**config.mk**
```make
export PLATFORM = sky130hd
export DESIGN_NAME = vint_alu_flat
export DESIGN_NICKNAME = d
export VERILOG_FILES = /design/src/common/vint_pkg.sv /design/src/common/vint_req_if.sv /design/src/verilog/vint_alu.sv /design/src/flat_wrapper.sv
export SDC_FILE = /design/constraint.sdc
export NUM_CORES = 1
export LEC_CHECK = 0
export BUFFER_PORTS_ARGS = -buffer_cell sky130_fd_sc_hd__buf_2
export CAP_MARGIN = 20
export CORE_AREA = 5 5 165 167
export DETAILED_ROUTE_END_ITERATION = 6
export DIE_AREA = 0 0 170 172
export PLACE_DENSITY = 0.6
export SLEW_MARGIN = 20
export SYNTH_ARGS = -nofsm -noshare
export SYNTH_HDL_FRONTEND = slang
export SYNTH_SLANG_ARGS = --single-unit
```
**constraint.sdc**
```tcl
create_clock -name vclk -period 8.6
set_input_delay 1.72 -clock vclk [all_inputs]
set_output_delay 1.72 -clock vclk [all_outputs]
set_load 0.01 [all_outputs]
```
**src/common/vint_pkg.sv**
```systemverilog
// Vector integer unit shared definitions
// Element widths, operand types and RISC-V vector opcode encodings
`default_nettype none

package vint_pkg;

    localparam int DATA_WIDTH = 32;

    typedef logic [DATA_WIDTH-1:0]   data_t;
    typedef logic [2*DATA_WIDTH-1:0] wide_t;
    // Operand times one byte of the other operand
    typedef logic [DATA_WIDTH+7:0]   partial_t;
    typedef logic [5:0]              funct6_t;
    typedef logic [2:0]              funct3_t;

    // Classes routed to the multi-cycle units
    localparam funct3_t FUNCT3_OPMVV = 3'b010;
    localparam funct3_t FUNCT3_OPMVX = 3'b110;

    // Single-cycle operations
    localparam funct6_t FUNCT6_VADD  = 6'b000000;
    localparam funct6_t FUNCT6_VSUB  = 6'b000010;
    localparam funct6_t FUNCT6_VRSUB = 6'b000011;
    localparam funct6_t FUNCT6_VMINU = 6'b000100;
    localparam funct6_t FUNCT6_VMIN  = 6'b000101;
    localparam funct6_t FUNCT6_VMAXU = 6'b000110;
    localparam funct6_t FUNCT6_VMAX  = 6'b000111;
    localparam funct6_t FUNCT6_VAND  = 6'b001001;
    localparam funct6_t FUNCT6_VOR   = 6'b001010;
    localparam funct6_t FUNCT6_VXOR  = 6'b001011;
    localparam funct6_t FUNCT6_VSLL  = 6'b100101;
    localparam funct6_t FUNCT6_VSRL  = 6'b101000;
    localparam funct6_t FUNCT6_VSRA  = 6'b101001;
    localparam funct6_t FUNCT6_VMV   = 6'b010111;

    // Multiply family, OPMVV and OPMVX only
    localparam funct6_t FUNCT6_VMULHU  = 6'b100100;
    localparam funct6_t FUNCT6_VMUL    = 6'b100101;
    localparam funct6_t FUNCT6_VMULHSU = 6'b100110;
    localparam funct6_t FUNCT6_VMULH   = 6'b100111;

    // Divide family, OPMVV and OPMVX only
    localparam funct6_t FUNCT6_VDIVU = 6'b100000;
    localparam funct6_t FUNCT6_VDIV  = 6'b100001;
    localparam funct6_t FUNCT6_VREMU = 6'b100010;
    localparam funct6_t FUNCT6_VREM  = 6'b100011;

    localparam int DIV_STAGES         = 4;
    localparam int DIV_BITS_PER_STAGE = DATA_WIDTH / DIV_STAGES;

endpackage

`default_nettype wire

```
**src/common/vint_req_if.sv**
```systemverilog
// Issued operation as seen by the three execution units
`timescale 1ns/1ps
`default_nettype none

interface vint_req_if;

    logic              alu_valid;
    logic              mul_valid;
    logic              div_valid;
    vint_pkg::funct6_t funct6;
    vint_pkg::data_t   operand_a;
    vint_pkg::data_t   operand_b;
    logic              mask;

    modport issue (output alu_valid, mul_valid, div_valid, funct6, operand_a, operand_b, mask);
    modport alu   (input  alu_valid, mul_valid, div_valid, funct6, operand_a, operand_b, mask);
    modport mul   (input  alu_valid, mul_valid, div_valid, funct6, operand_a, operand_b, mask);
    modport div   (input  alu_valid, mul_valid, div_valid, funct6, operand_a, operand_b, mask);

endinterface

`default_nettype wire

```
**src/verilog/vint_alu.sv**
```systemverilog
// Single-cycle integer operations, result available in ex1
`timescale 1ns/1ps
`default_nettype none

module vint_alu (
    vint_req_if.alu                req,
    output logic                   ready_o,
    output vint_pkg::data_t        result_o
);

    vint_pkg::data_t a;
    vint_pkg::data_t b;
    vint_pkg::data_t result;
    logic            known;

    assign a = req.operand_a;
    assign b = req.operand_b;

    always_comb begin
        known = 1'b1;
        case (req.funct6)
            vint_pkg::FUNCT6_VADD:  result = a + b;
            // vs2 minus vs1
            vint_pkg::FUNCT6_VSUB:  result = b - a;
            vint_pkg::FUNCT6_VRSUB: result = a - b;
            vint_pkg::FUNCT6_VAND:  result = a & b;
            vint_pkg::FUNCT6_VOR:   result = a | b;
            vint_pkg::FUNCT6_VXOR:  result = a ^ b;
            // Shift amount from the low bits of a
            vint_pkg::FUNCT6_VSLL:  result = b << a[4:0];
            vint_pkg::FUNCT6_VSRL:  result = b >> a[4:0];
            vint_pkg::FUNCT6_VSRA:  result = vint_pkg::data_t'($signed(b) >>> a[4:0]);
            vint_pkg::FUNCT6_VMINU: result = (b < a) ? b : a;
            vint_pkg::FUNCT6_VMIN:  result = ($signed(b) < $signed(a)) ? b : a;
            vint_pkg::FUNCT6_VMAXU: result = (b > a) ? b : a;
            vint_pkg::FUNCT6_VMAX:  result = ($signed(b) > $signed(a)) ? b : a;
            vint_pkg::FUNCT6_VMV:   result = a;
            default: begin
                result = '0;
                known  = 1'b0;
            end
        endcase
    end

    assign ready_o  = req.alu_valid & known;
    // Masked-off elements write zero
    assign result_o = req.mask ? result : '0;

endmodule

`default_nettype wire

```
**src/flat_wrapper.sv**
```systemverilog
// flat-port wrapper written by rule: the top's interface ports become plain ports
module vint_alu_flat 
  (ready_o, result_o, req_alu_valid, req_mul_valid, req_div_valid, req_funct6, req_operand_a, req_operand_b, req_mask);
  vint_req_if req_i ();
  output logic ready_o;
  output vint_pkg::data_t result_o;
  input wire logic [$bits(req_i.alu_valid)-1:0] req_alu_valid;
  input wire logic [$bits(req_i.mul_valid)-1:0] req_mul_valid;
  input wire logic [$bits(req_i.div_valid)-1:0] req_div_valid;
  input wire logic [$bits(req_i.funct6)-1:0] req_funct6;
  input wire logic [$bits(req_i.operand_a)-1:0] req_operand_a;
  input wire logic [$bits(req_i.operand_b)-1:0] req_operand_b;
  input wire logic [$bits(req_i.mask)-1:0] req_mask;
  assign req_i.alu_valid = req_alu_valid;
  assign req_i.mul_valid = req_mul_valid;
  assign req_i.div_valid = req_div_valid;
  assign req_i.funct6 = req_funct6;
  assign req_i.operand_a = req_operand_a;
  assign req_i.operand_b = req_operand_b;
  assign req_i.mask = req_mask;
  vint_alu u_core (.req(req_i), .ready_o(ready_o), .result_o(result_o));
endmodule
```
* Word level (Yosys, flattened, before mapping)
Index checks and enable logic that the tools add are counted.
Operators by class: add/sub/neg operators 3, magnitude comparators 4, eq/ne operators 13, shifts and indexed selects 3, multiplexer cells 7, bitwise gates (word level) 4, reduce and logical (&&, ||, !) cells 2
Operators with widths (count):
- $pmux W32 S14 | 1
- $mux W32 | 5
- $gt A32 B32 Y1 | 2
- $lt A32 B32 Y1 | 2
- $sub A32 B32 Y32 | 2
- $add A32 B32 Y32 | 1
- $and A32 B32 Y32 | 1
- $or A32 B32 Y32 | 1
- $shl A32 B5 Y32 | 1
- $shr A32 B5 Y32 | 1
- $sshr A32 B5 Y32 | 1
- $xor A32 B32 Y32 | 1
- $eq A6 B3 Y1 const B | 4
- $eq A6 B4 Y1 const B | 3
- $eq A6 B6 Y1 const B | 3
- $reduce_or A14 Y1 | 1
- $eq A6 B2 Y1 const B | 2
- $eq A6 B5 Y1 const B | 1
- $logic_not A6 Y1 | 1
- $and A1 B1 Y1 | 1
- $mux W1 | 1
Word-level totals: register bits 0, bits of input ports 74, output and inout port bits 33, logic and storage cells 36

* Longest topological paths before layout
Gate-level depths: netlist of the first run.
depth in word-level cells 4, depth in mapped cells 20, mapped depth without buffers 20

* Least setup slack after synthesis of the first run
Ideal clock, no wire load.
path kind input-to-output, start in req_funct6[4], end out result_o[28], arrival time 5.469 ns, required time 6.880 ns, setup slack 1.411 ns, cell stages on the path 18, buffers on the path 3, cells stage by stage clkbuf_1 -> nor4_1 -> nor2b_1 -> clkbuf_1 -> clkbuf_1 -> nor2_1 -> xnor2_1 -> ha_1 -> nor2b_1 -> o211ai_1 -> a211oi_1 -> nor3b_2 -> a21oi_1 -> a211o_1 -> a211oi_1 -> xnor2_1 -> nand2_1 -> a41oi_1
Between the ends: longest elaborated chain between the ends 3
RTL lines:
- start, declared | line flat_wrapper.sv:10 | input wire logic [$bits(req_i.funct6)-1:0] req_funct6;
- $eq A6 B5 Y1, or another cell as far along | line vint_alu.sv:21 | case (req.funct6)
- $pmux W32 S14 * | line vint_alu.sv:21
- $mux W32 * | line vint_alu.sv:47 | assign result_o = req.mask ? result : '0;
- end, declared | line flat_wrapper.sv:6 | output vint_pkg::data_t result_o;
Mark *: on every way between the ends. The rest lies on a longest branch, timed or not.

* Final worst setup path of the first run
start in req_operand_b[1], end out result_o[27]
Between the ends: longest elaborated chain between the ends 4
RTL lines:
- start, declared | line flat_wrapper.sv:12 | input wire logic [$bits(req_i.operand_b)-1:0] req_operand_b;
- $gt A32 B32 Y1, or another cell as far along | line vint_alu.sv:36 | vint_pkg::FUNCT6_VMAX: result = ($signed(b) > $signed(a)) ? b : a;
- $mux W32, on equally long branches
- $pmux W32 S14 * | line vint_alu.sv:21
- $mux W32 * | line vint_alu.sv:47
Marked as above.

==> summary.md, run 1 <==
| Metric | Value |
|---|---|
| WHS Path Cells | `3` |
| Worst Max-Slew Pin Slew | `between 1 and 1.5 ns` |
| Worst Path Arrival | `between 6 and 7 ns` |
| Grt peak-use layer | `met2` |
| Dpl ws | `0.439 ns` |
| WS Path Type | `in2out` |
| Reg area | `0 sq um` |
| Fin Setup TNS | `0 ns` |
| Hold buffers post-CTS | `0` |
| Initial antenna violation count | `1` |
| Post-Layout Cell Count | `2062` |
| Pwr per Cell Area | `62.2 mW/mm^2` |
| Slew HR | `roughly 29%` |
| CORE AREA | `about 0.026 sq mm` |
| Inst Count DP | `2062` |
| I/O pins | `about 110` |
| Met1 GRT Util | `53.2%` |
| Initial core utilization | `44.0%` |
| Post-Syn Instances | `about 1700` |
| Sequential cell count | `0` |
| # Max-Cap Violations | `0` |
| Ratio of final minimum period to clock period | `between 90% and 100%` |
| Buffers added on ports | `105` |
| Fin nets | `between 1500 and 2000` |
| Count of cell types in the netlist | `a little under 90` |
| Final ANT Viol Nets | `0` |
| Fill cells | `approximately 2800` |
| Final Hold Vio Count | `0` |
| Met3 usage | `between 5 and 6%` |
| Crit start category | `input port` |
| Die area | `0.0292 sq mm` |
| HP Class | `in2out` |
| Minimum clock period | `8.36 ns` |
| Avg WL per Cell | `about 27 microns` |
| ANT cells | `0` |
| Largest net degree at the start of global routing | `between 80 and 90` |
| Worst vdd ir | `about 32 uV` |
| Post-Syn Area per Cell | `roughly 6.6 sq um` |
| Ys Warns | `0` |
| GP Congestion | `between 1 and 1.5` |
| Worst setup margin | `approximately 0.24 ns` |
| Max Clock Freq | `120 MHz` |
| Initial drt markers | `~2400` |
| Met2 global-route usage | `between 50 and 60%` |
| First-pass GRT wire length | `about 83000 microns` |
| Final HPWL DP | `44100 microns` |
| CLK BUF | `0` |
| Register area share after synthesis | `0%` |
| Worst-path fanout max | `10` |
| Post-Syn Area | `about 0.011 sq mm` |
| Buffer count from post-CTS setup fixing | `0` |
| Syn Nets | `1916` |
| Gr ovfl total | `0` |
| LEAKAGE | `5.01 nW` |
| Routed WL | `approximately 56000 microns` |
| # DRC | `0` |
| Layout area overhead | `6.25%` |
| RSZ-0062 raised after global routing | `no` |
| Layout cell share with drive strength beyond 1 | `12.9%` |
| Number of global-route vias before repair | `12871` |
| Post-CTS Resized | `0` |
| Final Util | `a little under half` |
| Pre-Repair DR Iteration Count | `6` |
| Vias/cell | `between 6 and 7` |
| Die Width | `~170 microns` |
| Crit. End Element | `output port` |
| Final setup viols | `0` |
| Die extent in y | `between 150 and 200 microns` |
| Worst EP required | `between 6 and 7 ns` |
| Cell row count | `about 60` |
| Vias | `roughly 14000` |
| All-Layer GR Usage | `between 30% and 40%` |
| Final Slew Violations | `0` |
| Power Total | `between 0.7 and 0.8 mW` |
| Status | `complete, no violations` |
[synthesized netlist by cell type (all sizes together) (28+ instances only)]
| library cell | n | area share [%] |
|---|---|---|
| buf | 46 | 2.4 |
| a221oi | 36 | 3.0 |
| ha | 128 | 14 |
| clkbuf | 90 | 3.0 |
| nand3 | 31 | 1.4 |
| o211ai | 38 | 2.5 |
| nor2 | 175 | 5.9 |
| nand2 | 195 | 6.5 |
| inv | 109 | 3.6 |
| nor3 | 34 | 1.7 |
| a21oi | 146 | 6.5 |
| xnor2 | 70 | 5.4 |
| mux4 | 28 | 5.6 |
| o21ai | 123 | 5.5 |
| mux2i | 49 | 4.4 |
| a31oi | 36 | 2.0 |
| a211oi | 42 | 2.9 |
[placed cells by master, fill, tap and decap left out, drive strengths merged, types with 28 or more instances in the layout]
cell type / count
nand2: 195
nor2: 175
buf: 151
a21oi: 146
ha: 128
o21ai: 123
inv: 109
xnor2: 70
mux2i: 49
a211oi: 42
o211ai: 38
a31oi: 36
a221oi: 36
nor3: 34
nand3: 31
mux4: 28
[per-stage QoR]
stage | hold slack [ns] | instance area (sq um)
6_report | 3.75 | 12000
5_1_grt | 3.77 | 12000
4_1_cts | 3.75 | 12000
3_5_place_dp | 3.75 | 12000
3_3_place_gp | 3.75 | 12000
2_1_floorplan | 3.56 | 11300
[layout make-up]
cell class | count | area [sq um] | area share (%)
multi-input cells | 1464 | 10200 | 85.6
repair buffers | 151 | 886 | 7.40
inverters | 112 | 420 | 3.51
well taps | 335 | 419 | 3.50
[cell families after synthesis]
kind of cell    after synthesis  synth area share, %
fa+ha+maj                   130                 14.6
mux                          80                 10.3
xor+xnor                     83                 6.45
compound gates              616                 36.5
buf+inv                     248                 9.17
simple gates                555                 23.1
[power breakdown]
part	internal (mW)	switching [mW]	total, mW
clock	0	0	0
combinational	0.259	0.485	0.744
sequential	0	0	0
[critical path: stages]
cell and delay, ns:
buf_2 0.17, inv_1 0.16, ha_1 0.24, nand3_1 0.17, nor3b_1 0.59, and2_1 0.32
nand3_1 0.18, nor4_1 0.23, buf_4 0.19, a31oi_1 0.10, xnor2_1 0.14, ha_1 0.40
a21o_1 0.22, a21o_1 0.19, a21oi_1 0.23, o22ai_1 0.17, nand2_1 0.14, o2111ai_1 0.13
a221oi_1 0.45, a41oi_1 0.27, buf_2 0.20
[metal layers]
metal  vias up  part of all wire [%]
met3       137                    12
li1       6368                     -
met4         0                   3.6
met1      6816                    41
met5         -                     0
met2       981                    43
[final timing paths]
| path | slack (ns) | startpoint | endpoint |
|---|---|---|---|
| worst max-delay path | 0.24 | req_operand_b[1] | result_o[27] |
| worst min-delay path | 3.75 | req_alu_valid | ready_o |
Note: power is estimated with default switching activity, not from simulation.
==> run 2, diff against run 1 <==
--- a/config.mk
+++ b/config.mk
@@ -10,6 +10,7 @@
 export CORE_AREA = 5 5 165 167
 export DETAILED_ROUTE_END_ITERATION = 6
 export DIE_AREA = 0 0 170 172
+export MAX_ROUTING_LAYER = met4
 export PLACE_DENSITY = 0.6
 export SLEW_MARGIN = 20
 export SYNTH_ARGS = -nofsm -noshare
==> summary.md, run 2 (synthesis results as in run 1) <==
| Metric | Value |
|---|---|
| Hold buffers post-CTS | `0 (unchanged)` |
| Pre-Repair DR Iteration Count | `6 (unchanged)` |
| Worst Path Buf+Inv | `4 (unchanged)` |
| RSZ-0062 raised after global routing | `no` |
| I/O pins | `107 (unchanged)` |
| Buffers added on ports | `105 (unchanged)` |
| Minimum clock period | `8.14 ns (-0.221 ns)` |
| Number of global-route vias before repair | `12794 (-0.60%)` |
| HP Class | `in2out` |
| Post-CTS Resized | `0 (unchanged)` |
| CP delay by family, top | `compound AO/OA/AOI/OAI gates` |
| Layout area overhead | `6.42%` |
| Routed WL | `56100 microns (-0.12%)` |
| WS Path Type | `in2out` |
| Gr ovfl total | `0 (unchanged)` |
| Sequential cell count | `0 (unchanged)` |
| Fill cells | `2820 (+1.8%)` |
| Worst Hold Path EP | `ready_o` |
| Initial core utilization | `44.0% (unchanged)` |
| Max stage delay on crit path | `0.50 ns (-0.09 ns)` |
| CP max stage cell | `nor3b_1` |
| Fin Setup TNS | `0 ns (unchanged)` |
| Worst Max-Slew Pin Slew | `1.24 ns (+0.184 ns)` |
| Initial antenna violation count | `1 (unchanged)` |
| Worst Path Arrival | `6.42 ns (-0.22 ns)` |
| Reg area | `0 sq um (unchanged)` |
| Die Width | `170 microns (unchanged)` |
| # DRC | `0 (unchanged)` |
| Die extent in y | `172 microns (unchanged)` |
| CLK BUF | `0 (unchanged)` |
| Final setup viols | `0 (unchanged)` |
| WHS Path Cells | `3 (unchanged)` |
| Buffer count from post-CTS setup fixing | `0 (unchanged)` |
| Final HPWL DP | `44200 microns (+0.23%)` |
| Multi-input logic area | `0.0102 sq mm (about the same)` |
| Initial drt markers | `2009 (-16%)` |
| Crit. End Element | `output port` |
| Ratio of final minimum period to clock period | `94.6% (-2.6 points)` |
| # Max-Cap Violations | `0 (unchanged)` |
| Worst EP required | `6.88 ns (about the same)` |
| Commonest cells after routing, fill and taps aside | `195 x nand2_1, 174 x nor2_1, 145 x a21oi_1, 128 x ha_1, 120 x o21ai_0` |
| Vias/cell | `6.82 (-1.7%)` |
| Status | `complete, no violations` |
| CORE AREA | `0.0256 sq mm (unchanged)` |
| Die area | `0.0292 sq mm (unchanged)` |
| Slew HR | `16.3% (-12 points)` |
| Most common cell after layout, fill and taps aside | `nand2_1` |
| Layout cell share with drive strength beyond 1 | `13.1% (+0.20 points)` |
| Fin nets | `1937 (+0.21%)` |
| All-Layer GR Usage | `37.5% (+0.83 points)` |
| Final Hold Vio Count | `0 (unchanged)` |
| Avg WL per Cell | `27.2 microns (-0.36%)` |
| Final Slew Violations | `0 (unchanged)` |
| Max Clock Freq | `123 MHz (+2.7%)` |
| Crit start category | `input port` |
| Cell row count | `59 (unchanged)` |
| Worst-path fanout max | `7 (-3)` |
| Hold Crit Start | `req_alu_valid` |
| Final ANT Viol Nets | `0 (unchanged)` |
| First-pass GRT wire length | `81700 microns (-1.3%)` |
| Vias | `14096 (-1.4%)` |
| CP cell instances | `buf_2 -> inv_1 -> ha_1 -> nand3_1 -> nor3b_1 -> and2_1 -> nand3_1 -> nor4_1 -> buf_4 -> a31oi_1 -> xnor2_1 -> ha_1 -> a21o_1 -> a21o_1 -> a21oi_1 -> o22ai_1 -> nand2_1 -> o2111ai_1 -> a221oi_1 -> a41oi_1 -> buf_2` |
| GP Congestion | `1.04 (-1.3%)` |
| Largest net degree at the start of global routing | `85 (+1.2%)` |
==> run 2: cell types whose count changed in the layout (fill, tap and decap cells not counted) <==
cell       previous run  this run
a2111oi_0             7         8
diode_2               0         1
buf_4                46        51
a2111oi_1             2         1
buf_12                1         0
==> run 2: routing by layer <==
metal / track usage [%] / share of wire, % / vias up
met5: - / 0 / -
met1: 52.5 / 42 / 6628
met4: 11.9 / 4.5 / 0
met3: 6.47 / 12 / 164
li1: - / - / 6378
met2: 54.9 / 42 / 926
==> run 2: layout make-up <==
type / count / share of cell area (%)
inverters: 112 / 3.51
multi-input cells: 1464 / 85.4
repair buffers: 155 / 7.54
diodes: 1 / 0.0209
well taps: 335 / 3.50
==> run 2: how the worst max path moves through the flow <==
stage,depth (start not counted),slack [ns],to,startpoint
after floorplan,18,1.41,result_o[28],req_funct6[4]
after global placement,21,0.64,result_o[27],req_operand_b[0]
after detailed placement,21,0.62,result_o[27],req_operand_b[0]
after CTS,21,0.60,result_o[27],req_operand_b[0]
after global routing,21,0.21,result_o[27],req_operand_b[0]
final,21,0.46,result_o[27],req_operand_b[0]
==> run 2: tightest hold or removal path, delay by kind of cell <==
kind          cells  cell delay, ns
buf+inv           2            0.20
simple gates      1            0.10
==> run 2: stage by stage <==
stage / area (sq um) / instances / worst slack [ns] / util (%) / hold WS, ns
floorplan: 11300 / 1712 / 1.41 / - / 3.56
global placement: 12000 / 2066 / 0.635 / 46.8 / 3.74
detailed placement: 12000 / 2066 / 0.616 / 46.8 / 3.75
CTS: 12000 / 2066 / 0.596 / 46.8 / 3.75
global route: 12000 / 2067 / 0.212 / 46.8 / 3.77
finish: 12000 / 2067 / 0.463 / 46.8 / 3.75
==> run 3, diff against run 2 <==
--- a/config.mk
+++ b/config.mk
@@ -5,14 +5,15 @@
 export SDC_FILE = /design/constraint.sdc
 export NUM_CORES = 1
 export LEC_CHECK = 0
+export ABC_AREA = 1
 export BUFFER_PORTS_ARGS = -buffer_cell sky130_fd_sc_hd__buf_2
 export CAP_MARGIN = 20
-export CORE_AREA = 5 5 165 167
+export CORE_AREA = 5 5 176 178
 export DETAILED_ROUTE_END_ITERATION = 6
-export DIE_AREA = 0 0 170 172
+export DIE_AREA = 0 0 181 183
 export MAX_ROUTING_LAYER = met4
 export PLACE_DENSITY = 0.6
-export SLEW_MARGIN = 20
+export SLEW_MARGIN = 40
 export SYNTH_ARGS = -nofsm -noshare
 export SYNTH_HDL_FRONTEND = slang
 export SYNTH_SLANG_ARGS = --single-unit
==> summary.md, run 3 <==
| Metric | Value |
|---|---|
| Status | `complete, no violations` |
| Initial core utilization | `44.0% (+0.054 points)` |
| Fill cells | `3378 (+20%)` |
| Register area share after synthesis | `0% (unchanged)` |
| Pre-Repair DR Iteration Count | `6 (unchanged)` |
| I/O pins | `107 (unchanged)` |
| Die Width | `181 microns (+6.5%)` |
| Avg WL per Cell | `24.2 microns (-11%)` |
| Ratio of final minimum period to clock period | `92.6% (-2.0 points)` |
| Dpl ws | `0.871 ns (+0.255 ns)` |
| Reg area | `0 sq um (unchanged)` |
| First-pass GRT wire length | `105000 microns (+29%)` |
| Number of global-route vias before repair | `16953 (+33%)` |
| Buffer count from post-CTS setup fixing | `0 (unchanged)` |
| Layout area overhead | `5.88%` |
| Fin Setup TNS | `0 ns (unchanged)` |
| Most frequent cells after synthesis | `755 x nand2_1, 470 x nand3_1, 286 x nor2_1` |
| Sequential cell count | `0 (unchanged)` |
| Syn Nets | `2800 (+46%)` |
| Hold buffers post-CTS | `0 (unchanged)` |
| WHS Path Cells | `3 (unchanged)` |
| Post-route cell area | `0.0136 sq mm (+14%)` |
| Crit start category | `input port` |
| Commonest cells after routing, fill and taps aside | `754 x nand2_1, 470 x nand3_1, 277 x nor2_1, 239 x inv_1, 167 x a21oi_1` |
| Final Hold Vio Count | `0 (unchanged)` |
| Minimum clock period | `7.97 ns (-0.172 ns)` |
| Initial antenna violation count | `1 (unchanged)` |
| Worst Max-Slew Pin Slew | `0.849 ns (-0.394 ns)` |
| CLK BUF | `0 (unchanged)` |
| CORE AREA | `0.0292 sq mm (+14%)` |
| Initial drt markers | `3251 (+62%)` |
| Vias | `19100 (+35%)` |
| Crit. End Element | `output port` |
| Layout cell share with drive strength beyond 1 | `7.29% (-5.8 points)` |
| GP Congestion | `1.08 (+4.4%)` |
| Cell row count | `63 (+6.8%)` |
| Post-CTS Resized | `0 (unchanged)` |
| Final Slew Violations | `0 (unchanged)` |
| Buffers added on ports | `105 (unchanged)` |
| Synth top area cells | `nand2_1 22%, nand3_1 18%, ha_1 12%` |
| Post-synth top area cell | `nand2_1` |
| # Max-Cap Violations | `0 (unchanged)` |
| Worst Hold Path EP | `ready_o` |
| Count of cell types in the netlist | `49 (-45%)` |
| Post-Syn Instances | `2596 (+52%)` |
| Worst setup margin | `0.634 ns (+0.172 ns)` |
| # DRC | `0 (unchanged)` |
| Fin nets | `2813 (+45%)` |
| Die extent in y | `183 microns (+6.4%)` |
| Worst EP required | `6.88 ns (about the same)` |
| Die area | `0.0331 sq mm (+13%)` |
| All-Layer GR Usage | `42.1% (+4.6 points)` |
| HP Class | `in2out` |
| Worst-path fanout max | `6 (-1)` |
| Vias/cell | `6.36 (-6.7%)` |
| Routed WL | `72600 microns (+29%)` |
| Final setup viols | `0 (unchanged)` |
| Ys Warns | `0 (unchanged)` |
| RSZ-0062 raised after global routing | `no` |
| Hold Crit Start | `req_alu_valid` |
| Most common cell after layout, fill and taps aside | `nand2_1` |
| Worst Path Arrival | `6.25 ns (-0.17 ns)` |
| Gr ovfl total | `0 (unchanged)` |
| Slew HR | `43.0% (+27 points)` |
| Post-Syn Area per Cell | `4.96 sq um (-25%)` |
| Final ANT Viol Nets | `0 (unchanged)` |
| Largest net degree at the start of global routing | `79 (-7.1%)` |
| WS Path Type | `in2out` |
| Final HPWL DP | `58100 microns (+31%)` |
| Area after DPL | `0.0136 sq mm (+14%)` |
| Most common cell in the netlist | `nand2_1` |
| Post-Syn Area | `0.0129 sq mm (+14%)` |
| Max Clock Freq | `126 MHz (+2.2%)` |
| Synth top area share | `22.0% (+7.8 points)` |
| Final Util | `46.6% (-0.18 points)` |
==> run 3: critical path, stage by stage <==
cell	delay [ns]
buf_2	0.18
inv_1	0.18
ha_1	0.20
nand3_1	0.13
nor3_1	0.42
nand2_1	0.19
nor2_1	0.23
nand3b_1	0.18
nand2_1	0.16
o21ai_1	0.12
a21oi_1	0.25
xor2_1	0.11
ha_1	0.37
nand2_1	0.14
nor2_1	0.16
inv_1	0.10
nor2_1	0.16
nand3_1	0.11
nand3_1	0.21
a21oi_1	0.08
o21ai_0	0.21
nand2_1	0.10
inv_1	0.07
nand2_1	0.05
nor2_1	0.16
nor2_1	0.07
buf_2	0.17
==> run 3: cell families (layout without fill, tap and decap cells) <==
logic type      Yosys count  count (layout)  share of synthesized area, %
mux                       1               1                        0.0777
xor+xnor                 33              33                          2.24
compound gates          425             425                          19.0
buf+inv                 383             394                          11.8
simple gates           1624            1624                          54.2
fa+ha+maj               130             130                          12.7
other cells               0               4                             0
==> run 3: cell type report <==
cell class	instances	area (sq um)	share of cell area, %
multi-input cells	2213	11400	83.6
diodes	4	10.0	0.0734
repair buffers	138	773	5.67
inverters	256	961	7.05
well taps	390	488	3.58
==> run 3: how the worst max path moves through the flow <==
stage | startpoint | endpoint | slack [ns] | cells past startpoint
2_1_floorplan | req_operand_b[4] | result_o[27] | 2.27 | 21
3_3_place_gp | req_operand_b[0] | result_o[26] | 0.89 | 26
3_5_place_dp | req_operand_b[0] | result_o[26] | 0.87 | 26
4_1_cts | req_operand_b[0] | result_o[26] | 0.86 | 26
5_1_grt | req_operand_b[0] | result_o[25] | 0.45 | 26
6_report | req_operand_b[0] | result_o[23] | 0.63 | 27
==> run 3: metrics by stage <==
stage                     hold slack (ns)  cells
after floorplan                      3.56   2596
after global placement               3.76   2997
after detailed placement             3.77   2997
after CTS                            3.77   2997
after global routing                 3.78   2999
final                                3.76   3001
==> run 3: routing by layer <==
metal  wire length (microns)  vias to the layer above  share of wire (%)  GRT usage [%]
met4                    4440                        0                6.1           19.1
met1                   28600                     8724                 39           55.5
met3                    9370                      254                 13           7.58
met5                       0                        -                  0              -
met2                   30200                     1438                 42           62.9
li1                        -                     8684                  -              -
